**src/mmu_consts.svh**
```systemverilog
`ifndef MMU_CONSTS_SVH
`define MMU_CONSTS_SVH

// Address space
`define MMU_VADDR_WIDTH   20
`define MMU_PADDR_WIDTH   24
`define MMU_PAGE_BITS     12   // 4 KiB pages
`define MMU_VPN_WIDTH     (`MMU_VADDR_WIDTH - `MMU_PAGE_BITS)
`define MMU_PPN_WIDTH     (`MMU_PADDR_WIDTH - `MMU_PAGE_BITS)

// TLB geometry
`define MMU_TLB_SIZE      8
`define MMU_TLB_ASSOC     2

// Page-table RAM
`define MMU_PT_DEPTH      256
`define MMU_PT_IDX_BITS   8
`define MMU_PT_LEVEL_BITS 4    // VPN bits resolved per walk level
`define MMU_PTE_WIDTH     16

`endif
```
**src/pt_pkg.sv**
```systemverilog
`include "mmu_consts.svh"

package pt_pkg;

  typedef struct packed {
    logic                      valid;
    logic                      r;
    logic                      w;
    logic                      x;
    logic [`MMU_PPN_WIDTH-1:0] ppn;  // Low bits pick the next table block
  } pte_t;

  typedef enum logic [2:0] {
    W_IDLE,
    W_L1_READ,
    W_L1_WAIT,
    W_L2_READ,
    W_L2_WAIT,
    W_DONE
  } walk_state_e;

  // Valid with no permissions means pointer to next level
  function automatic logic pte_is_pointer(pte_t pte);
    return pte.valid && !pte.r && !pte.w && !pte.x;
  endfunction

  function automatic logic pte_is_leaf(pte_t pte);
    return pte.valid && (pte.r || pte.w || pte.x);
  endfunction

endpackage

```
**src/mmu_pkg.sv**
```systemverilog
`include "mmu_consts.svh"

package mmu_pkg;

  typedef enum logic [1:0] {
    ACC_LOAD  = 2'd0,
    ACC_STORE = 2'd1,
    ACC_FETCH = 2'd2
  } access_e;

  typedef struct packed {
    logic [`MMU_VADDR_WIDTH-1:0] vaddr;
    access_e                     access;
  } mmu_request_t;

  typedef struct packed {
    logic                      valid;
    logic [`MMU_VPN_WIDTH-1:0] vpn;   // Full VPN, tag is the upper part
    logic [`MMU_PPN_WIDTH-1:0] ppn;
    logic                      r;
    logic                      w;
    logic                      x;
  } tlb_entry_t;

  typedef enum logic [3:0] {
    EXC_INSTR_PAGE_FAULT = 4'd12,
    EXC_LOAD_PAGE_FAULT  = 4'd13,
    EXC_STORE_PAGE_FAULT = 4'd15
  } exc_cause_e;

  // Page fault cause for a given access kind
  function automatic exc_cause_e fault_cause(access_e acc);
    case (acc)
      ACC_FETCH: return EXC_INSTR_PAGE_FAULT;
      ACC_STORE: return EXC_STORE_PAGE_FAULT;
      default:   return EXC_LOAD_PAGE_FAULT;
    endcase
  endfunction

endpackage

```
**src/walk_if.sv**
```systemverilog
`timescale 1ns/100ps
`include "mmu_consts.svh"

interface walk_if import mmu_pkg::*; ();

  logic                        start;  // One-cycle pulse, walker idle
  logic [`MMU_VADDR_WIDTH-1:0] vaddr;
  logic                        done;   // One-cycle pulse
  logic                        fault;
  tlb_entry_t                  entry;  // Valid with done when no fault

  modport ctrl (
    output start,
    output vaddr,
    input  done,
    input  fault,
    input  entry
  );

  modport walker (
    input  start,
    input  vaddr,
    output done,
    output fault,
    output entry
  );

endinterface

```
**src/page_table_walker.sv**
```systemverilog
`timescale 1ns/100ps
`include "mmu_consts.svh"

module page_table_walker import mmu_pkg::*, pt_pkg::*; (
  input  logic                        clk,
  input  logic                        rst_n,
  walk_if.walker                      walk,
  output logic                        rd_en_o,
  output logic [`MMU_PT_IDX_BITS-1:0] rd_idx_o,
  input  pte_t                        rd_data_i
);

  localparam int LB    = `MMU_PT_LEVEL_BITS;
  localparam int IDX_W = `MMU_PT_IDX_BITS;
  localparam int VPN_W = `MMU_VPN_WIDTH;

  walk_state_e      state_q;
  walk_state_e      state_d;
  logic [VPN_W-1:0] vpn_q;
  logic [LB-1:0]    ptr_q;    // Block of the level-2 table
  logic             fault_q;
  tlb_entry_t       entry_q;

  always_comb begin
    state_d = state_q;
    case (state_q)
      W_IDLE:    if (walk.start) state_d = W_L1_READ;
      W_L1_READ: state_d = W_L1_WAIT;
      W_L1_WAIT: state_d = pte_is_pointer(rd_data_i) ? W_L2_READ : W_DONE;
      W_L2_READ: state_d = W_L2_WAIT;
      W_L2_WAIT: state_d = W_DONE;
      W_DONE:    state_d = W_IDLE;
      default:   state_d = W_IDLE;
    endcase
  end

  always_ff @(posedge clk or negedge rst_n) begin
    if (!rst_n) begin
      state_q <= W_IDLE;
    end else begin
      state_q <= state_d;
    end
  end

  // Walk context and result
  always_ff @(posedge clk) begin
    if (state_q == W_IDLE && walk.start) begin
      vpn_q <= walk.vaddr[`MMU_VADDR_WIDTH-1 -: VPN_W];
    end
    if (state_q == W_L1_WAIT) begin
      ptr_q   <= rd_data_i.ppn[LB-1:0];
      fault_q <= !pte_is_pointer(rd_data_i);
    end
    if (state_q == W_L2_WAIT) begin
      fault_q       <= !pte_is_leaf(rd_data_i);
      entry_q.valid <= 1'b1;
      entry_q.vpn   <= vpn_q;
      entry_q.ppn   <= rd_data_i.ppn;
      entry_q.r     <= rd_data_i.r;
      entry_q.w     <= rd_data_i.w;
      entry_q.x     <= rd_data_i.x;
    end
  end

  assign rd_en_o  = (state_q == W_L1_READ) || (state_q == W_L2_READ);
  // Root table sits in the first block
  assign rd_idx_o = (state_q == W_L2_READ) ? {ptr_q, vpn_q[LB-1:0]}
                                           : {(IDX_W-LB)'(0), vpn_q[VPN_W-1 -: LB]};

  assign walk.done  = (state_q == W_DONE);
  assign walk.fault = fault_q;
  assign walk.entry = entry_q;

endmodule

```
**src/flat_wrapper.sv**
```systemverilog
// flat-port wrapper written by rule: the top's interface ports become plain ports
module page_table_walker_flat import mmu_pkg::*, pt_pkg::*;
  (clk, rst_n, rd_en_o, rd_idx_o, rd_data_i, walk_start, walk_vaddr, walk_done, walk_fault, walk_entry);
  walk_if walk_i ();
  input  logic clk;
  input  logic rst_n;
  output logic rd_en_o;
  output logic [`MMU_PT_IDX_BITS-1:0] rd_idx_o;
  input  pte_t rd_data_i;
  input wire logic [$bits(walk_i.start)-1:0] walk_start;
  input wire logic [$bits(walk_i.vaddr)-1:0] walk_vaddr;
  output wire logic [$bits(walk_i.done)-1:0] walk_done;
  output wire logic [$bits(walk_i.fault)-1:0] walk_fault;
  output wire logic [$bits(walk_i.entry)-1:0] walk_entry;
  assign walk_i.start = walk_start;
  assign walk_i.vaddr = walk_vaddr;
  assign walk_done = walk_i.done;
  assign walk_fault = walk_i.fault;
  assign walk_entry = walk_i.entry;
  page_table_walker u_core (.clk(clk), .rst_n(rst_n), .walk(walk_i), .rd_en_o(rd_en_o), .rd_idx_o(rd_idx_o), .rd_data_i(rd_data_i));
endmodule
```
**config.mk**
```make
export PLATFORM = sky130hd
export DESIGN_NAME = page_table_walker_flat
export DESIGN_NICKNAME = d
export VERILOG_FILES = /design/src/pt_pkg.sv /design/src/mmu_pkg.sv /design/src/walk_if.sv /design/src/page_table_walker.sv /design/src/flat_wrapper.sv
export VERILOG_INCLUDE_DIRS = /design/src /design/src/src
export SDC_FILE = /design/constraint.sdc
export NUM_CORES = 1
export LEC_CHECK = 0
export BUFFER_PORTS_ARGS = -buffer_cell sky130_fd_sc_hd__buf_2
export CORE_MARGIN = 2
export CORE_UTILIZATION = 47
export CTS_CLUSTER_SIZE = 20
export DETAILED_ROUTE_END_ITERATION = 10
export HOLD_SLACK_MARGIN = 0.12
export PLACE_DENSITY = 0.83
export SLEW_MARGIN = 25
export SYNTH_ARGS = -nofsm -noshare
export SYNTH_HDL_FRONTEND = slang
export SYNTH_SLANG_ARGS = --single-unit
```
**constraint.sdc**
```tcl
create_clock -name clk -period 2.75 [get_ports clk]
set_input_delay 0.4125 -clock clk [delete_from_list [all_inputs] [get_ports clk]]
set_output_delay 0.4125 -clock clk [all_outputs]
set_load 0.005 [all_outputs]
```
==> run_results.csv, run 1 <==
group,metric,value,unit
global_route,grt_pass1_vias,784,
power,switching_share,24.7,%
timing,fin_crit_sh,78.8,%
logic_synthesis,yosys_warnings,0,
detailed_routing,viasPerCell,4.94,
critical_path,timing.rr.start,"u_core.state_q[0]",
power,p_comb_share,19.7,%
critical_path,path_class,"flop to output pin",
logic_synthesis,ys_seq_area_share,82.1,%
global_route,overflow,0,
outcome,violations,"design-rule violations",
global_route,global_route.usage.met1,15.5,%
clock_tree,ctsLongestPathBuffers,2,
critical_path,rr_endpoint,"u_core.walk.fault",
critical_path,r2r_cells,4,
logic_synthesis,ys_types,23,
timing,min_period,2170,ps
power,p_sw,413,uW
power,clkPwrFrac,27.4,%
clock_tree,cts_made_buffers,5,
detailed_routing,drt_first_pass_iters,7,
logic_synthesis,syn_inst,71,
global_route,grt_pass1_wl,3630,um
detailed_routing,drt_wl_total,2420,um
timing,slew_viol_final,0,
detailed_routing,ant_nets,0,
min_path,min_path_type,"input pin to flop",
timing,setup_viol,0,
place,globalplace.congestion,0.666,
global_route,grtUsageTotal,15.2,%
critical_path,cp_max_fo,8,
critical_path,critPathCapture,"rd_idx_o[0]",
timing,fin_tns_setup,0,ps
power,p_leak,0.000778,uW
layout,layout_commonest_cell,"buf_2",
floorplanning,die_w,58.8,um
timing,max_freq,462,MHz
global_route,grt_max_degree,25,
layout,diodes,0,
layout,fill_cells,200,
layout,final_layout_size_suffix_gt1_share,55.8,%
critical_path,cp_data_required_time,2340,ps
clock_tree,cts_tree,"done",
detailed_routing,drtIter0Drc,38,
global_route,antenna_found_initial,0,
clock_tree,clk_pin_slew,110,ps
place,numPortBuffers,60,
floorplanning,die_area,3450,um^2
floorplanning,initial_utilization,50.2,%
clock_tree,htree_levels,2,
timing,skew,6.80,ps
logic_synthesis,syn_area_per_cell,19.8,um^2
critical_path,ff2ff_setup_slack,980,ps
timing,hold_viol,0,
detailed_routing,wire_per_inst,14.3,um
critical_path,cp-startpoint,"u_core.state_q[2]",
layout,area.growth.synth_to_final,30.4,%
global_route,top_usage_layer,"met2",
clock_tree,cts_root_buf,"clkbuf_4",
logic_synthesis,synth-seq-cells,39,
power,p_seq_share,52.8,%
power,ir_drop,0.467,mV
clock_tree,worstSkewPairLatency,340,ps
floorplanning,dieHeight,58.8,um
critical_path,worstSetupStartpointType,"flop",
layout,nets,176,
logic_synthesis,syn_nets,110,
logic_synthesis,syn-cell-area,1410,um^2
floorplanning,fp.coreArea,2810,um^2
outcome,outcome,"complete, but fails checks",
global_route,grt_use_met3,7.69,%
critical_path,worstPathArrival,1750,ps
detailed_routing,drc,8,
power,p_per_area,909,nW/um^2
global_route,grt_util_met2,26.0,%
clock_tree,clock_sinks,39,
floorplanning,io_pins,74,
detailed_routing,dr_total_vias,835,
timing,hold_ws,239,ps
floorplanning,row_count,19,
power,p_int,1260,uW
job,cap_violations,0,
critical_path,timing.critical_path.to_type,"output pin",
layout,layout_common_cells,"buf_2, edfxtp_1, clkbuf_4",
timing,rsz0062_at_grt,"false",
power by group through the flow:
stage	registers, uW	clock network [uW]	logic (uW)
detailed placement	897	0	332
finish	882	458	329
CTS	883	470	335
global route	898	493	368
floorplan	882	0	198
global placement	884	0	321
through the flow:
step / std cells / instance area (um^2) / power (uW) / setup WS [ps] / utilization [%]
floorplan: 71 / 1410 / 1080 / 876 / -
global placement: 160 / 1730 / 1210 / 971 / 61.5
detailed placement: 160 / 1730 / 1230 / 946 / 61.5
CTS: 169 / 1840 / 1690 / 551 / 65.5
global route: 169 / 1840 / 1760 / 465 / 65.5
finish: 169 / 1840 / 1670 / 583 / 65.5
per-layer routing:
metal / share of wire (%) / routed length, um
met5: 0 / 0
met4: 1.1 / 27
met3: 11 / 275
met2: 53 / 1290
met1: 34 / 826
sequential cells by signal, summed over array words and instances, names as in the netlist:
name and flops:
u_core.ptr_q 4, u_core.state_q 3, u_core.vpn_q 8, u_core.walk.entry 23, u_core.walk.fault 1
kinds of logic (layout without fill, tap and decap cells):
| kind of cell | Yosys count | count (layout) | synth area share (%) |
|---|---|---|---|
| other | 1 | 1 | 0.266 |
| xor gates and xnor gates | 1 | 1 | 0.622 |
| and+or+nand+nor | 17 | 17 | 8.53 |
| buffers and inverters | 5 | 72 | 2.66 |
| AOI/OAI and AO/OA | 4 | 4 | 1.60 |
| muxes | 4 | 4 | 4.26 |
| DFF | 39 | 39 | 82.1 |
synthesized netlist by cell type:
cell | number | area share [%]
conb_1 | 1 | 0.27
xor2_1 | 1 | 0.62
and2_1 | 4 | 1.8
a211oi_1 | 1 | 0.53
nor4b_1 | 1 | 0.62
a21oi_1 | 1 | 0.35
or3_4 | 1 | 0.80
inv_2 | 2 | 0.53
buf_6 | 2 | 1.6
nand4b_1 | 1 | 0.62
nor3_1 | 1 | 0.35
nand2b_1 | 1 | 0.44
nor2_1 | 2 | 0.53
and3_1 | 1 | 0.44
buf_4 | 1 | 0.53
nor3_4 | 1 | 1.2
and2b_2 | 1 | 0.62
o21ai_0 | 2 | 0.71
and3b_1 | 1 | 0.62
dfrtp_1 | 3 | 5.3
mux2_4 | 4 | 4.3
edfxtp_1 | 36 | 77
nand2_1 | 2 | 0.53
how the worst min path moves through the flow:
stage                      start                    end  slack [ps]  cells past startpoint
floorplan                  rst_n      u_core.state_q[0]         120                      0
global placement           rst_n      u_core.state_q[1]         210                      1
detailed placement         rst_n      u_core.state_q[1]         210                      1
CTS                 rd_data_i[9]  u_core.walk.entry[12]         230                      1
global route        rd_data_i[5]   u_core.walk.entry[8]         210                      1
finish              rd_data_i[9]  u_core.walk.entry[12]         240                      1
layout make-up:
| cell class | count | area (um^2) | share of cell area, % |
|---|---|---|---|
| flip-flops and latches | 39 | 1160 | 62.9 |
| repair buffers | 62 | 318 | 17.3 |
| multi-input cells | 27 | 215 | 11.7 |
| clock inverters | 2 | 60.1 | 3.27 |
| clock buffers | 6 | 41.3 | 2.25 |
| well taps | 31 | 38.8 | 2.11 |
| inverters | 2 | 7.51 | 0.409 |
critical path: stages, from the launching register on:
cell	delay, ps
dfrtp_1	450
inv_2	100
and3_1	390
mux2_4	330
buf_2	130
what timing repair did:
| item | CTS | global route |
|---|---|---|
| resized for setup | 0 | 0 |
| endpoints found under the setup margin | 0 | 0 |
| hold buffers | 1 | 0 |
| hold endpoints to repair | 3 | 0 |
| buffers inserted | 0 | 0 |
Note: power is estimated with default switching activity, not from simulation.
==> run 2: changes to the inputs <==
- ABC_AREA: default -> 1
- CORE_UTILIZATION: 47 -> 44
- PLACE_DENSITY: 0.83 -> 0.78
- clock period: 2.75 -> 2.27 ns (I/O delays scaled with it)
==> run_results.csv, run 2 <==
group,metric,value,unit
clock_tree,cts_root_buf,"clkbuf_4",
clock_tree,clk_pin_slew,110,ps
timing,fin_crit_sh,77.1,%
detailed_routing,viasPerCell,4.36,
clock_tree,htree_levels,2,
logic_synthesis,ys_dominant_reg_cell,"edfxtp_1",
logic_synthesis,synth_top_cells_by_area,"edfxtp_1, dfrtp_1, nand2_1",
detailed_routing,ant_nets,0,
critical_path,timing.rr.start,"u_core.state_q[1]",
layout,area.growth.synth_to_final,30.8,%
layout,final_cells,205,
critical_path,cp_max_fo,10,
timing,skew,2.22,ps
clock_tree,ctsLongestPathBuffers,2,
detailed_routing,drtIter0Drc,13,
logic_synthesis,syn_nets,132,
outcome,outcome,"finished, final reports clean",
clock_tree,clock_sinks,39,
place,pre_cts_ws,620,ps
global_route,grt_pass1_wl,3340,um
global_route,grt_pass1_vias,805,
logic_synthesis,yosys.area.top_type,"edfxtp_1",
global_route,antenna_found_initial,0,
job,cap_violations,0,
detailed_routing,dr_wl_met3,290,um
timing,setup_viol,0,
logic_synthesis,ys_seq_area_share,81.8,%
floorplanning,io_pins,74,
critical_path,cp_cell_sequence,"nand3_4 -> nand2_1 -> nand2_1 -> buf_2",
logic_synthesis,yosysMostFrequentCell,"edfxtp_1",
power,p_sw,573,uW
power,p_comb_share,22.7,%
min_path,min_path_type,"input pin to flop",
logic_synthesis,ys_types,18,
timing,max_freq,571,MHz
logic_synthesis,synth_edf_count,36,
place,dp_hpwl,1760,um
detailed_routing,highest_layer,"met4",
floorplanning,initial_utilization,46.3,%
detailed_routing,drt_wl_total,2300,um
logic_synthesis,synth_top_area_share,76.5,%
critical_path,ff2ff_setup_slack,620,ps
critical_path,worstPathArrival,1410,ps
logic_synthesis,yosys_warnings,0,
clock_tree,worstSkewPairLatency,330,ps
layout,nets,199,
detailed_routing,wire_per_inst,11.2,um
min_path,min_to,"u_core.vpn_q[4]",
layout,layout_common_cells,"buf_2, edfxtp_1, nand2_1",
clock_tree,cts_made_buffers,5,
floorplanning,die_w,60.7,um
critical_path,worstSetupStartpointType,"flop",
timing,worst_pin_slew,569,ps
critical_path,path_class,"flop to output pin",
floorplanning,dieHeight,60.7,um
global_route,grtUsageTotal,13.0,%
logic_synthesis,syn-cell-area,1410,um^2
detailed_routing,drt_first_pass_iters,4,
power,switching_share,29.2,%
layout,layout_commonest_cell,"buf_2",
global_route,grt_max_degree,17,
timing,slew_headroom,61.9,%
timing,slew_viol_final,0,
layout,diodes,0,
min_path,whs_path_depth,1,
place,globalplace.congestion,0.854,
critical_path,critical_path_buf_inv_count,1,
floorplanning,die_area,3680,um^2
detailed_routing,dr_total_vias,893,
power,p_per_area,1060,nW/um^2
timing,hold_viol,0,
clock_tree,cts_tree,"done",
clock_tree,hold_buffers,1,
critical_path,cp_data_required_time,1930,ps
power,clkPwrFrac,23.0,%
clock_tree,cts.repair.resized,0,
timing,min_period,1750,ps
logic_synthesis,synth-seq-cells,39,
power,p_int,1390,uW
layout,final_layout_size_suffix_gt1_share,46.6,%
detailed_routing,met2_length,1070,um
clock_tree,cts_setup_buffers,0,
critical_path,crit_family,"flip-flops",
power,p_total,1960,uW
critical_path,rr_endpoint,"u_core.walk.entry[7]",
critical_path,timing.critical_path.to_type,"output pin",
detailed_routing,wl_met1,908,um
timing,fin_tns_setup,0,ps
detailed_routing,drc,0,
critical_path,r2r_cells,4,
logic_synthesis,syn_inst,93,
floorplanning,fp.coreArea,3050,um^2
place,numPortBuffers,60,
logic_synthesis,synth_commonest_cells,"edfxtp_1, nand2_1, inv_1",
power,p_leak,0.000829,uW
power,ir_drop,0.584,mV
timing,rsz0062_at_grt,"false",
critical_path,cp_common_cell,"nand2_1",
layout,largest_reg_flops,23,
min_path,hp-start,"walk_vaddr[16]",
place,dp.cells,196,
global_route,overflow,0,
power,p_seq_share,54.3,%
timing,layout_setup_ws,520,ps
logic_synthesis,synthArstFlopShare,7.69,%
logic_synthesis,syn_area_per_cell,15.2,um^2
critical_path,slowest_delay,590,ps
layout,fill_cells,259,
floorplanning,row_count,20,
critical_path,slowest_stage,"dfrtp_1",
-- run 2: power groups by stage --
stage	clock network (uW)	logic (uW)	registers, uW
3_3_place_gp	0	436	1080
5_1_grt	496	509	1080
3_5_place_dp	0	450	1080
4_1_cts	464	454	1070
2_1_floorplan	0	268	1070
6_report	452	445	1070
-- run 2: per-layer routing --
metal | track usage [%] | up-vias
met4 | 5.59 | 0
met2 | 20.7 | 57
li1 | - | 445
met3 | 7.25 | 5
met5 | 0 | -
met1 | 14.3 | 386
-- run 2: worst max path at each step --
stage | from | end | depth (start not counted)
4_1_cts | u_core.state_q[1] | rd_idx_o[1] | 4
6_report | u_core.state_q[1] | rd_idx_o[1] | 4
3_5_place_dp | u_core.state_q[1] | u_core.walk.entry[14] | 4
5_1_grt | u_core.state_q[1] | rd_idx_o[3] | 4
2_1_floorplan | u_core.state_q[1] | u_core.walk.entry[0] | 4
3_3_place_gp | u_core.state_q[1] | u_core.walk.entry[13] | 4
-- run 2: final cells by class --
class	count	area, um^2	share of cell area [%]
Clock inverter	3	43.8	2.37
Inverter	11	41.3	2.23
Sequential cell	39	1160	62.5
Clock buffer	5	37.5	2.03
Multi-Input combinational cell	41	198	10.7
Timing Repair Buffer	62	318	17.2
Tap cell	44	55.1	2.98
-- run 2: logic make-up (layout without fill, tap and decap cells) --
family / count (synthesis) / count (layout) / synth area share (%)
AO/OA/AOI/OAI: 3 / 3 / 1.06
AND/OR/NAND/NOR: 37 / 37 / 12.7
flip-flops: 39 / 39 / 81.8
other: 1 / 1 / 0.265
buffers and inverters: 13 / 81 / 4.25
-- run 2: stage by stage --
step | area, um^2 | hold WS, ps | utilization, %
3_3_place_gp | 1760 | 139 | 57.6
6_report | 1850 | 173 | 60.6
3_5_place_dp | 1760 | 143 | 57.6
5_1_grt | 1850 | 137 | 60.6
2_1_floorplan | 1410 | 44.9 | -
4_1_cts | 1850 | 161 | 60.6
-- run 2: worst reg2reg max path, stage by stage (launching register included) --
cell     delay (ps)
dfrtp_1         530
nor2_2          160
nand2_1         110
inv_1           260
buf_4           300
