## src/mmu_consts.svh

```systemverilog
`ifndef MMU_CONSTS_SVH
`define MMU_CONSTS_SVH

// Address space
`define MMU_VADDR_WIDTH   20
`define MMU_PADDR_WIDTH   24
`define MMU_PAGE_BITS     12   // 4 KiB pages
`define MMU_VPN_WIDTH     (`MMU_VADDR_WIDTH - `MMU_PAGE_BITS)
`define MMU_PPN_WIDTH     (`MMU_PADDR_WIDTH - `MMU_PAGE_BITS)

// TLB geometry
`define MMU_TLB_SIZE      8
`define MMU_TLB_ASSOC     2

// Page-table RAM
`define MMU_PT_DEPTH      256
`define MMU_PT_IDX_BITS   8
`define MMU_PT_LEVEL_BITS 4    // VPN bits resolved per walk level
`define MMU_PTE_WIDTH     16

`endif
```

## src/mmu_pkg.sv

```systemverilog
`include "mmu_consts.svh"

package mmu_pkg;

  typedef enum logic [1:0] {
    ACC_LOAD  = 2'd0,
    ACC_STORE = 2'd1,
    ACC_FETCH = 2'd2
  } access_e;

  typedef struct packed {
    logic [`MMU_VADDR_WIDTH-1:0] vaddr;
    access_e                     access;
  } mmu_request_t;

  typedef struct packed {
    logic                      valid;
    logic [`MMU_VPN_WIDTH-1:0] vpn;   // Full VPN, tag is the upper part
    logic [`MMU_PPN_WIDTH-1:0] ppn;
    logic                      r;
    logic                      w;
    logic                      x;
  } tlb_entry_t;

  typedef enum logic [3:0] {
    EXC_INSTR_PAGE_FAULT = 4'd12,
    EXC_LOAD_PAGE_FAULT  = 4'd13,
    EXC_STORE_PAGE_FAULT = 4'd15
  } exc_cause_e;

  // Page fault cause for a given access kind
  function automatic exc_cause_e fault_cause(access_e acc);
    case (acc)
      ACC_FETCH: return EXC_INSTR_PAGE_FAULT;
      ACC_STORE: return EXC_STORE_PAGE_FAULT;
      default:   return EXC_LOAD_PAGE_FAULT;
    endcase
  endfunction

endpackage

```

## src/walk_if.sv

```systemverilog
`timescale 1ns/100ps
`include "mmu_consts.svh"

interface walk_if import mmu_pkg::*; ();

  logic                        start;  // One-cycle pulse, walker idle
  logic [`MMU_VADDR_WIDTH-1:0] vaddr;
  logic                        done;   // One-cycle pulse
  logic                        fault;
  tlb_entry_t                  entry;  // Valid with done when no fault

  modport ctrl (
    output start,
    output vaddr,
    input  done,
    input  fault,
    input  entry
  );

  modport walker (
    input  start,
    input  vaddr,
    output done,
    output fault,
    output entry
  );

endinterface

```

## src/mmu_ctrl.sv

```systemverilog
`timescale 1ns/100ps
`include "mmu_consts.svh"

module mmu_ctrl import mmu_pkg::*; (
  input  logic                        clk,
  input  logic                        rst_n,
  input  logic                        req_valid_i,
  input  mmu_request_t                req_i,
  output logic                        req_ready_o,
  output logic                        lookup_valid_o,
  output mmu_request_t                lookup_req_o,
  input  logic                        hit_i,
  input  logic                        fault_i,
  input  exc_cause_e                  cause_i,
  input  logic [`MMU_PADDR_WIDTH-1:0] paddr_i,
  output logic                        fill_valid_o,
  output tlb_entry_t                  fill_entry_o,
  walk_if.ctrl                        walk,
  output logic                        resp_valid_o,
  output logic [`MMU_PADDR_WIDTH-1:0] resp_paddr_o,
  output logic                        resp_fault_o,
  output exc_cause_e                  resp_cause_o
);

  typedef enum logic [1:0] {S_IDLE, S_WALK, S_REPLAY} ctrl_state_e;

  ctrl_state_e  state_q;
  mmu_request_t req_q;
  logic         accept;
  logic         take_lookup;   // Response comes from the TLB this cycle
  logic         walk_fault;

  assign req_ready_o = (state_q == S_IDLE);
  assign accept      = req_valid_i && req_ready_o;
  assign take_lookup = (accept && hit_i) || (state_q == S_REPLAY);
  assign walk_fault  = (state_q == S_WALK) && walk.done && walk.fault;

  assign lookup_valid_o = accept || (state_q == S_REPLAY);
  assign lookup_req_o   = (state_q == S_REPLAY) ? req_q : req_i;

  // Miss starts the walk in the acceptance cycle
  assign walk.start = accept && !hit_i;
  assign walk.vaddr = req_i.vaddr;

  assign fill_valid_o = (state_q == S_WALK) && walk.done && !walk.fault;
  assign fill_entry_o = walk.entry;

  always_ff @(posedge clk or negedge rst_n) begin
    if (!rst_n) begin
      state_q      <= S_IDLE;
      resp_valid_o <= 1'b0;
    end else begin
      resp_valid_o <= take_lookup || walk_fault;
      case (state_q)
        S_IDLE:   if (accept && !hit_i) state_q <= S_WALK;
        S_WALK:   if (walk.done) state_q <= walk.fault ? S_IDLE : S_REPLAY;
        S_REPLAY: state_q <= S_IDLE;
        default:  state_q <= S_IDLE;
      endcase
    end
  end

  always_ff @(posedge clk) begin
    if (accept) req_q <= req_i;
    if (take_lookup) begin
      resp_paddr_o <= paddr_i;
      resp_fault_o <= fault_i || !hit_i;
      resp_cause_o <= cause_i;
    end else if (walk_fault) begin
      resp_paddr_o <= '0;
      resp_fault_o <= 1'b1;
      resp_cause_o <= fault_cause(req_q.access);
    end
  end

endmodule

```

## src/flat_wrapper.sv

```systemverilog
// flat-port wrapper written by rule: the top's interface ports become plain ports
module mmu_ctrl_flat import mmu_pkg::*;
  (clk, rst_n, req_valid_i, req_i, req_ready_o, lookup_valid_o, lookup_req_o, hit_i, fault_i, cause_i, paddr_i, fill_valid_o, fill_entry_o, resp_valid_o, resp_paddr_o, resp_fault_o, resp_cause_o, walk_start, walk_vaddr, walk_done, walk_fault, walk_entry);
  walk_if walk_i ();
  input  logic clk;
  input  logic rst_n;
  input  logic req_valid_i;
  input  mmu_request_t req_i;
  output logic req_ready_o;
  output logic lookup_valid_o;
  output mmu_request_t lookup_req_o;
  input  logic hit_i;
  input  logic fault_i;
  input  exc_cause_e cause_i;
  input  logic [`MMU_PADDR_WIDTH-1:0] paddr_i;
  output logic fill_valid_o;
  output tlb_entry_t fill_entry_o;
  output logic resp_valid_o;
  output logic [`MMU_PADDR_WIDTH-1:0] resp_paddr_o;
  output logic resp_fault_o;
  output exc_cause_e resp_cause_o;
  output wire logic [$bits(walk_i.start)-1:0] walk_start;
  output wire logic [$bits(walk_i.vaddr)-1:0] walk_vaddr;
  input wire logic [$bits(walk_i.done)-1:0] walk_done;
  input wire logic [$bits(walk_i.fault)-1:0] walk_fault;
  input wire logic [$bits(walk_i.entry)-1:0] walk_entry;
  assign walk_start = walk_i.start;
  assign walk_vaddr = walk_i.vaddr;
  assign walk_i.done = walk_done;
  assign walk_i.fault = walk_fault;
  assign walk_i.entry = walk_entry;
  mmu_ctrl u_core (.clk(clk), .rst_n(rst_n), .req_valid_i(req_valid_i), .req_i(req_i), .req_ready_o(req_ready_o), .lookup_valid_o(lookup_valid_o), .lookup_req_o(lookup_req_o), .hit_i(hit_i), .fault_i(fault_i), .cause_i(cause_i), .paddr_i(paddr_i), .fill_valid_o(fill_valid_o), .fill_entry_o(fill_entry_o), .walk(walk_i), .resp_valid_o(resp_valid_o), .resp_paddr_o(resp_paddr_o), .resp_fault_o(resp_fault_o), .resp_cause_o(resp_cause_o));
endmodule
```

## config.mk

```make
export PLATFORM = sky130hd
export DESIGN_NAME = mmu_ctrl_flat
export DESIGN_NICKNAME = d
export VERILOG_FILES = /design/src/mmu_pkg.sv /design/src/walk_if.sv /design/src/mmu_ctrl.sv /design/src/flat_wrapper.sv
export VERILOG_INCLUDE_DIRS = /design/src /design/src/src
export SDC_FILE = /design/constraint.sdc
export NUM_CORES = 1
export LEC_CHECK = 0
export BUFFER_PORTS_ARGS = -buffer_cell sky130_fd_sc_hd__buf_2
export CAP_MARGIN = 20
export CORE_MARGIN = 8
export CORE_UTILIZATION = 43
export CTS_BUF_LIST = sky130_fd_sc_hd__clkbuf_8
export DETAILED_ROUTE_END_ITERATION = 6
export PLACE_DENSITY_LB_ADDON = 0.1
export SKIP_LAST_GASP = 1
export SYNTH_ARGS = -nofsm -noshare
export SYNTH_HDL_FRONTEND = slang
export SYNTH_SLANG_ARGS = --single-unit
```

## constraint.sdc

```tcl
create_clock -name clk -period 2.6 [get_ports clk]
set_input_delay 0.13 -clock clk [delete_from_list [all_inputs] [get_ports clk]]
set_output_delay 0.13 -clock clk [all_outputs]
set_load 0.02 [all_outputs]
```

==> metrics.cfg, run 1 <==
[yosys]
syn-mean-instance-area_um2=15.1
synthDominantCellAreaShare=0.585
post_synth_inst_count=174
synth.yosys.warnings=0
post_synth_num_cell_types=23
seq_area_frac_synth=0.613
synth.largest_area_cell=sky130_fd_sc_hd__edfxtp_1
ys_ff_latch=54
mappedNetlistArea_um2=2620
syn-num-nets=255
area_contributors_post_synth=sky130_fd_sc_hd__edfxtp_1, sky130_fd_sc_hd__buf_4, sky130_fd_sc_hd__mux2_4

[timing]
report.final.slew_viol_count=0
rsz0062_at_grt=false
max-slew-margin-rel=0.746
post-route-period-util=0.779
final_period_minus_worst_setup_slack_ps=2030
setup_viol=0
final.hold.worst_slack_ps=10.1
maxClockFrequency_mhz=493
timing_hold_violations_final=0
setup_tns_ps=0
fin_worst_skew_ps=9.73
worstMarginPinSlew_ps=381

[critical_path]
kind_of_end_point_of_the_critical_path=primary output
cp-start-kind=register
worst_path_largest_cell_delay_ps=490
worstPathMaxFanout=10
critical_path_arrival_ps=1900
crit_path_cell_trace=nor2b_4 > buf_4 > mux2_2 > buf_2
timing.critical_path.buf_inv=2
timing.critical_path.max_delay_family=flip-flops
critPathRequiredTime_ps=2470
worst-setup-path-type=register to primary output
cpMaxStageDelayCell=sky130_fd_sc_hd__dfrtp_1

[finish]
areaGrowthSynthToFinish_pct=21.1
register_cell_area_after_layout_um2=1610
final_std_cell_area_no_fill_um2=3170
mostFrequentLayoutCell=sky130_fd_sc_hd__buf_2
multi_input_comb_area_um2=627
share_of_layout_cells_above_drive_strength_1=0.633
num_antenna_cells=0
fin_nets=350
filler_cell_count=520
final_cell_mix=sky130_fd_sc_hd__buf_2, sky130_fd_sc_hd__edfxtp_1, sky130_fd_sc_hd__and2_1

[placed_design]
detailed_place.area_um2=3030
hpwl_mm=4.54
port-buffer-count=132
gp_congestion=0.691

[clock_network]
clock_root_buffer_master=sky130_fd_sc_hd__clkbuf_8
holdBufCountCts=1
cts_tree=done
clock_insertion_delay_worst_skew_ps=300
ctsLongestPathBuffers=2
post-cts-setup-buffer-count=0
clk_pin_slew_ps=100
cts_sinks=54
htree_levels=2
cts-resized-gates=0
cts-buffers-inserted=5

[die]
core_area_um2=5920
placement_rows=28
initial_core_util=0.443
pin_count=181
die_area_um2=8850
die_w_um=94.1
chipHeight_um=94.1

[status]
run_status=finished clean

[pwr]
power.static_leakage_nw=1.42
power.ir.vdd_worst_uv=341
cellPowerDensity_nw_per_um2=663

[global_routing]
first_pass_grt_wire_length_mm=8.54
number_of_antenna_violations_at_the_first_check_in_global_routing=0
globalRoute.totalOverflow=0
pin_count_of_the_biggest_net_entering_global_routing=31
grtUsageTotal=0.126
grt_pass1_vias=1634

[drt]
first_iter_violations=61
drt_pass1_iterations=4
drcViolationCount=0
viasPerCell=4.50
vias=1552
route.detailed.wl_per_inst_um=16.4
wl_mm=5.67
ant_nets=0

[worst_hold_path]
worst_hold_path_type=input pin to register

[flow_run]
maxCapViolCount=0

==> worst register-to-register path, delay by kind of cell, from the launching register on <==
kind / cells / cell delay (ps)
flops: 1 / 570
buf+inv: 1 / 350
simple gates: 2 / 280
compound gates: 1 / 130
==> where the power goes <==
group,internal [mW],switching [mW]
Sequential,1.04,0.0248
Combinational,0.157,0.238
Clock,0.381,0.260
==> area by class of cell <==
cell class	count	area share
flip-flops and latches	54	0.507
repair buffers	138	0.223
multi-input cells	69	0.198
well taps	75	0.0296
clock buffers	5	0.0217
clock inverters	3	0.0201
inverters	1	0.00118
==> sequential cells by signal (all words and copies together) (netlist names) <==
| name | flops |
|---|---|
| u_core.req_q | 22 |
| u_core.resp_cause_o | 4 |
| u_core.resp_fault_o | 1 |
| u_core.resp_paddr_o | 24 |
| u_core.resp_valid_o | 1 |
| u_core.state_q | 2 |
==> cells in the mapped netlist <==
cell type	n
sky130_fd_sc_hd__nand2_1	1
sky130_fd_sc_hd__buf_2	1
sky130_fd_sc_hd__nor2_4	1
sky130_fd_sc_hd__nor2_1	5
sky130_fd_sc_hd__nor3b_1	1
sky130_fd_sc_hd__edfxtp_1	51
sky130_fd_sc_hd__nor2b_1	2
sky130_fd_sc_hd__and2_1	25
sky130_fd_sc_hd__nand2b_1	1
sky130_fd_sc_hd__dfrtp_1	3
sky130_fd_sc_hd__inv_1	1
sky130_fd_sc_hd__nor2b_4	1
sky130_fd_sc_hd__a21oi_2	1
sky130_fd_sc_hd__mux2_4	20
sky130_fd_sc_hd__nand3b_1	1
sky130_fd_sc_hd__a21o_1	1
sky130_fd_sc_hd__clkbuf_2	2
sky130_fd_sc_hd__nor3_1	2
sky130_fd_sc_hd__buf_4	45
sky130_fd_sc_hd__mux2_2	4
sky130_fd_sc_hd__or3_1	2
sky130_fd_sc_hd__a21oi_1	1
sky130_fd_sc_hd__buf_8	2
==> path summary, 6_finish.rpt <==
| path | start | to | slack (ps) | depth (start not counted) |
|---|---|---|---|---|
| max | u_core.state_q[1]$_DFFE_PN0P_ | lookup_req_o[8] | 570 | 4 |
| min | walk_fault | u_core.state_q[1]$_DFFE_PN0P_ | 10 | 2 |
| max reg2reg | u_core.state_q[0]$_DFFE_PN0P_ | u_core.resp_cause_o[1]$_DFFE_PP_ | 940 | 4 |
| min reg2reg | u_core.state_q[1]$_DFFE_PN0P_ | u_core.state_q[0]$_DFFE_PN0P_ | 620 | 1 |
| max in group asynchronous | rst_n | u_core.state_q[0]$_DFFE_PN0P_ | 2320 | 2 |
| min in group asynchronous | rst_n | u_core.resp_valid_o$_DFF_PN0_ | 160 | 2 |
==> layer usage <==
| layer | track usage | vias up | routed length, µm |
|---|---|---|---|
| met4 | 0.0687 | 0 | 138 |
| met5 | 0 | - | 0 |
| li1 | - | 748 | - |
| met1 | 0.128 | 700 | 2040 |
| met3 | 0.0600 | 20 | 719 |
| met2 | 0.209 | 84 | 2770 |
==> cell families after synthesis <==
| family | share of synthesized area |
|---|---|
| multiplexers | 0.132 |
| AO/OA/AOI/OAI | 0.00812 |
| buffers and inverters | 0.148 |
| flip-flops | 0.613 |
| AND/OR/NAND/NOR | 0.0993 |
==> stage by stage <==
| stage | worst slack, ps | utilization | total power, mW | instances |
|---|---|---|---|---|
| global route | 455 | 0.536 | 2.20 | 345 |
| floorplan | 547 | - | 1.41 | 174 |
| finish | 574 | 0.536 | 2.10 | 345 |
| global placement | 926 | 0.512 | 1.49 | 336 |
| CTS | 558 | 0.536 | 2.13 | 345 |
| detailed placement | 907 | 0.512 | 1.49 | 336 |
Power figures use the tool's default switching activity.
==> inputs of run 2 (changes only) <==
- ABC_AREA: not set -> 1
- clock period: 2.6 -> 2.1 ns (I/O delays scaled with it)
==> run 2 against run 1 <==
Effect of this change:
- synthesized cell count rose by 45%
- final area rose by 7.2%
- clock skew fell by 7.0 ps
- power rose by 21%
- cell count rose by 29%
- sequential power rose by 22%
- largest power group unchanged
- highest routed layer unchanged
==> metrics.cfg, run 2 <==
[timing]
max-slew-margin-rel=0.703  ; -0.0424
setup_ws_post_layout_ps=377  ; -197 ps
timing_hold_violations_final=0  ; unchanged
rsz0062_at_grt=false
report.final.slew_viol_count=0  ; unchanged
worstMarginPinSlew_ps=445  ; +63.6 ps
post-route-period-util=0.821
setup_tns_ps=0  ; unchanged
setup_viol=0  ; unchanged
final_period_minus_worst_setup_slack_ps=1720
fin_worst_skew_ps=2.74  ; -7.00 ps
maxClockFrequency_mhz=580

[die]
die_area_um2=8840  ; about the same
chipHeight_um=94.0  ; about the same
pin_count=181  ; unchanged
die_w_um=94.0  ; about the same
initial_core_util=0.442  ; about the same
core_area_um2=5920  ; unchanged
placement_rows=28  ; unchanged

[drt]
drt_pass1_iterations=4  ; unchanged
ant_nets=0  ; unchanged
wl_mm=6.11  ; +7.8%
route.detailed.wl_per_inst_um=13.8  ; -16%
vias=1921  ; +24%
viasPerCell=4.33  ; -3.8%
first_iter_violations=55  ; -9.8%
drcViolationCount=0  ; unchanged

[yosys]
ys.flop_type=sky130_fd_sc_hd__edfxtp_1
mappedNetlistArea_um2=2620  ; about the same
synth.largest_area_cell=sky130_fd_sc_hd__edfxtp_1
seq_area_frac_synth=0.614  ; about the same
yosys-top-cells-count=sky130_fd_sc_hd__edfxtp_1, sky130_fd_sc_hd__nand2_1, sky130_fd_sc_hd__buf_4
most_frequently_used_cell_type_in_the_post_synthesis_netlist=sky130_fd_sc_hd__edfxtp_1
post_synth_inst_count=252  ; +45%
synth_enable_flop_cells=51  ; unchanged
syn-num-nets=333  ; +31%
syn-mean-instance-area_um2=10.4  ; -31%
ys_ff_latch=54  ; unchanged
async_reset_ff_frac=0.0556  ; unchanged
area_contributors_post_synth=sky130_fd_sc_hd__edfxtp_1, sky130_fd_sc_hd__buf_4, sky130_fd_sc_hd__nand2_1
synth.yosys.warnings=0  ; unchanged
synthDominantCellAreaShare=0.585  ; about the same
post_synth_num_cell_types=16  ; -30%

[finish]
registers.top_by_ff_count=u_core.resp_paddr_o
flip_flop_count_of_the_largest_register_after_layout=24  ; unchanged
final_cell_mix=sky130_fd_sc_hd__buf_2, sky130_fd_sc_hd__edfxtp_1, sky130_fd_sc_hd__nand2_1
share_of_layout_cells_above_drive_strength_1=0.407  ; -0.227
num_antenna_cells=0  ; unchanged
mostFrequentLayoutCell=sky130_fd_sc_hd__buf_2
areaGrowthSynthToFinish_pct=29.9
fin_nets=449  ; +28%
reg_top3=u_core.resp_paddr_o: 24 flops, u_core.req_q: 22 flops, u_core.resp_cause_o: 4 flops

[critical_path]
crit_path_cell_trace=nand2_4 > o21ai_0 > buf_2
worst_path_largest_cell_delay_ps=630  ; +140 ps
crit-reg2reg-launch=u_core.state_q[1]$_DFFE_PN0P_
worst-setup-path-type=register to primary output
reg2reg_slack_ps=390  ; -550 ps
worstPathMaxFanout=26  ; +16
ff2ff_path_depth=5  ; +1
timing.critical_path.max_delay_family=flip-flops
cp-start-kind=register
cpMaxStageDelayCell=sky130_fd_sc_hd__dfrtp_1
timing.critical_path.buf_inv=1  ; -1
regToRegEndpoint=u_core.resp_paddr_o[1]$_SDFFCE_PN0P_
critical_path_arrival_ps=1620  ; -280 ps
kind_of_end_point_of_the_critical_path=primary output
critPathRequiredTime_ps=2000  ; -470 ps

[clock_network]
post-cts-setup-buffer-count=0  ; unchanged
cts_sinks=54  ; unchanged
ctsLongestPathBuffers=2  ; unchanged
clock_root_buffer_master=sky130_fd_sc_hd__clkbuf_8
cts-resized-gates=0  ; unchanged
holdBufCountCts=25  ; +24
cts_tree=done
clock_insertion_delay_worst_skew_ps=310  ; about the same
clk_pin_slew_ps=90  ; about the same
htree_levels=2  ; unchanged
cts-buffers-inserted=5  ; unchanged

[placed_design]
port-buffer-count=132  ; unchanged
preCtsSetupSlack_ps=386  ; -521 ps
hpwl_mm=4.48  ; -1.3%
gp_congestion=0.728  ; +5.4%

[worst_hold_path]
worst_hold_path_type=input pin to register
timing.hold.worst.start=hit_i
hold-path-cell-count=2  ; unchanged
min_to=u_core.state_q[0]$_DFFE_PN0P_

[global_routing]
first_pass_grt_wire_length_mm=9.77  ; +14%
pin_count_of_the_biggest_net_entering_global_routing=31  ; unchanged
globalRoute.totalOverflow=0  ; unchanged
grt_pass1_vias=2066  ; +26%
grtUsageTotal=0.140  ; +0.0138
number_of_antenna_violations_at_the_first_check_in_global_routing=0  ; unchanged

[pwr]
power.ir.vdd_worst_uv=364  ; +6.7%
power.static_leakage_nw=1.69  ; +19%
cellPowerDensity_nw_per_um2=751  ; +13%

[flow_run]
maxCapViolCount=0  ; unchanged

[status]
run_status=finished clean

run 2: cell count changes after synthesis, sizes merged, moves of 3 or more:
cell	before	now
nand3	0	27
nand2	1	52
inv	1	30
and2	25	0
nor2b	3	0
nor2	6	30
mux2	24	0
run 2: worst max path at each step:
stage,start,to,slack [ps],cells after the start
2_1_floorplan,u_core.state_q[1]$_DFFE_PN0P_,u_core.resp_cause_o[0]$_DFFE_PP_,210,4
3_3_place_gp,u_core.state_q[1]$_DFFE_PN0P_,u_core.resp_paddr_o[16]$_SDFFCE_PN0P_,400,5
3_5_place_dp,u_core.state_q[1]$_DFFE_PN0P_,u_core.resp_paddr_o[16]$_SDFFCE_PN0P_,390,5
4_1_cts,u_core.state_q[1]$_DFFE_PN0P_,lookup_req_o[0],350,3
5_1_grt,u_core.state_q[1]$_DFFE_PN0P_,lookup_req_o[0],230,3
6_report,u_core.state_q[1]$_DFFE_PN0P_,lookup_req_o[0],380,3
run 2: logic make-up (layout without fill, tap and decap cells):
logic type,Yosys count,after routing,share of synthesized area
buf+inv,83,200,0.191
compound gates,4,4,0.0120
simple gates,111,111,0.184
flops,54,54,0.614
run 2: metrics by stage:
step / hold slack (ps) / utilization / power [mW] / cells / instance area [µm²]
finish: 41.2 / 0.574 / 2.55 / 444 / 3400
global route: 49.7 / 0.574 / 2.69 / 444 / 3400
detailed placement: -83.8 / 0.513 / 1.86 / 411 / 3040
CTS: 35.2 / 0.574 / 2.59 / 444 / 3400
global placement: -85.3 / 0.513 / 1.86 / 411 / 3040
floorplan: -191 / - / 1.74 / 252 / 2620
run 2: report_power, final:
part / switching, mW / internal, mW
Clock: 0.337 / 0.351
Combinational: 0.351 / 0.200
Sequential: 0.0257 / 1.29
Total: 0.713 / 1.84
run 2: final cells by class:
type	count	area (µm²)
Clock buffer	5	68.8
Inverter	30	113
Fill cell	529	2520
Multi-Input combinational cell	115	515
Timing Repair Buffer	162	961
Tap cell	75	93.8
Sequential cell	54	1610
Clock inverter	3	41.3
run 2: worst register-to-register path: stages (launching register included):
cell and delay [ps]:
sky130_fd_sc_hd__dfrtp_1 630, sky130_fd_sc_hd__nand2_4 270, sky130_fd_sc_hd__nand2_4 170, sky130_fd_sc_hd__nand2_4 60, sky130_fd_sc_hd__o21ai_2 70, sky130_fd_sc_hd__buf_12 210
run 2: routing by layer:
layer / up-vias / wire length (µm) / global-route usage
li1: 994 / - / -
met1: 815 / 2600 / 0.165
met2: 101 / 2710 / 0.219
met3: 11 / 722 / 0.0663
met4: 0 / 81 / 0.0449
met5: - / 0 / 0
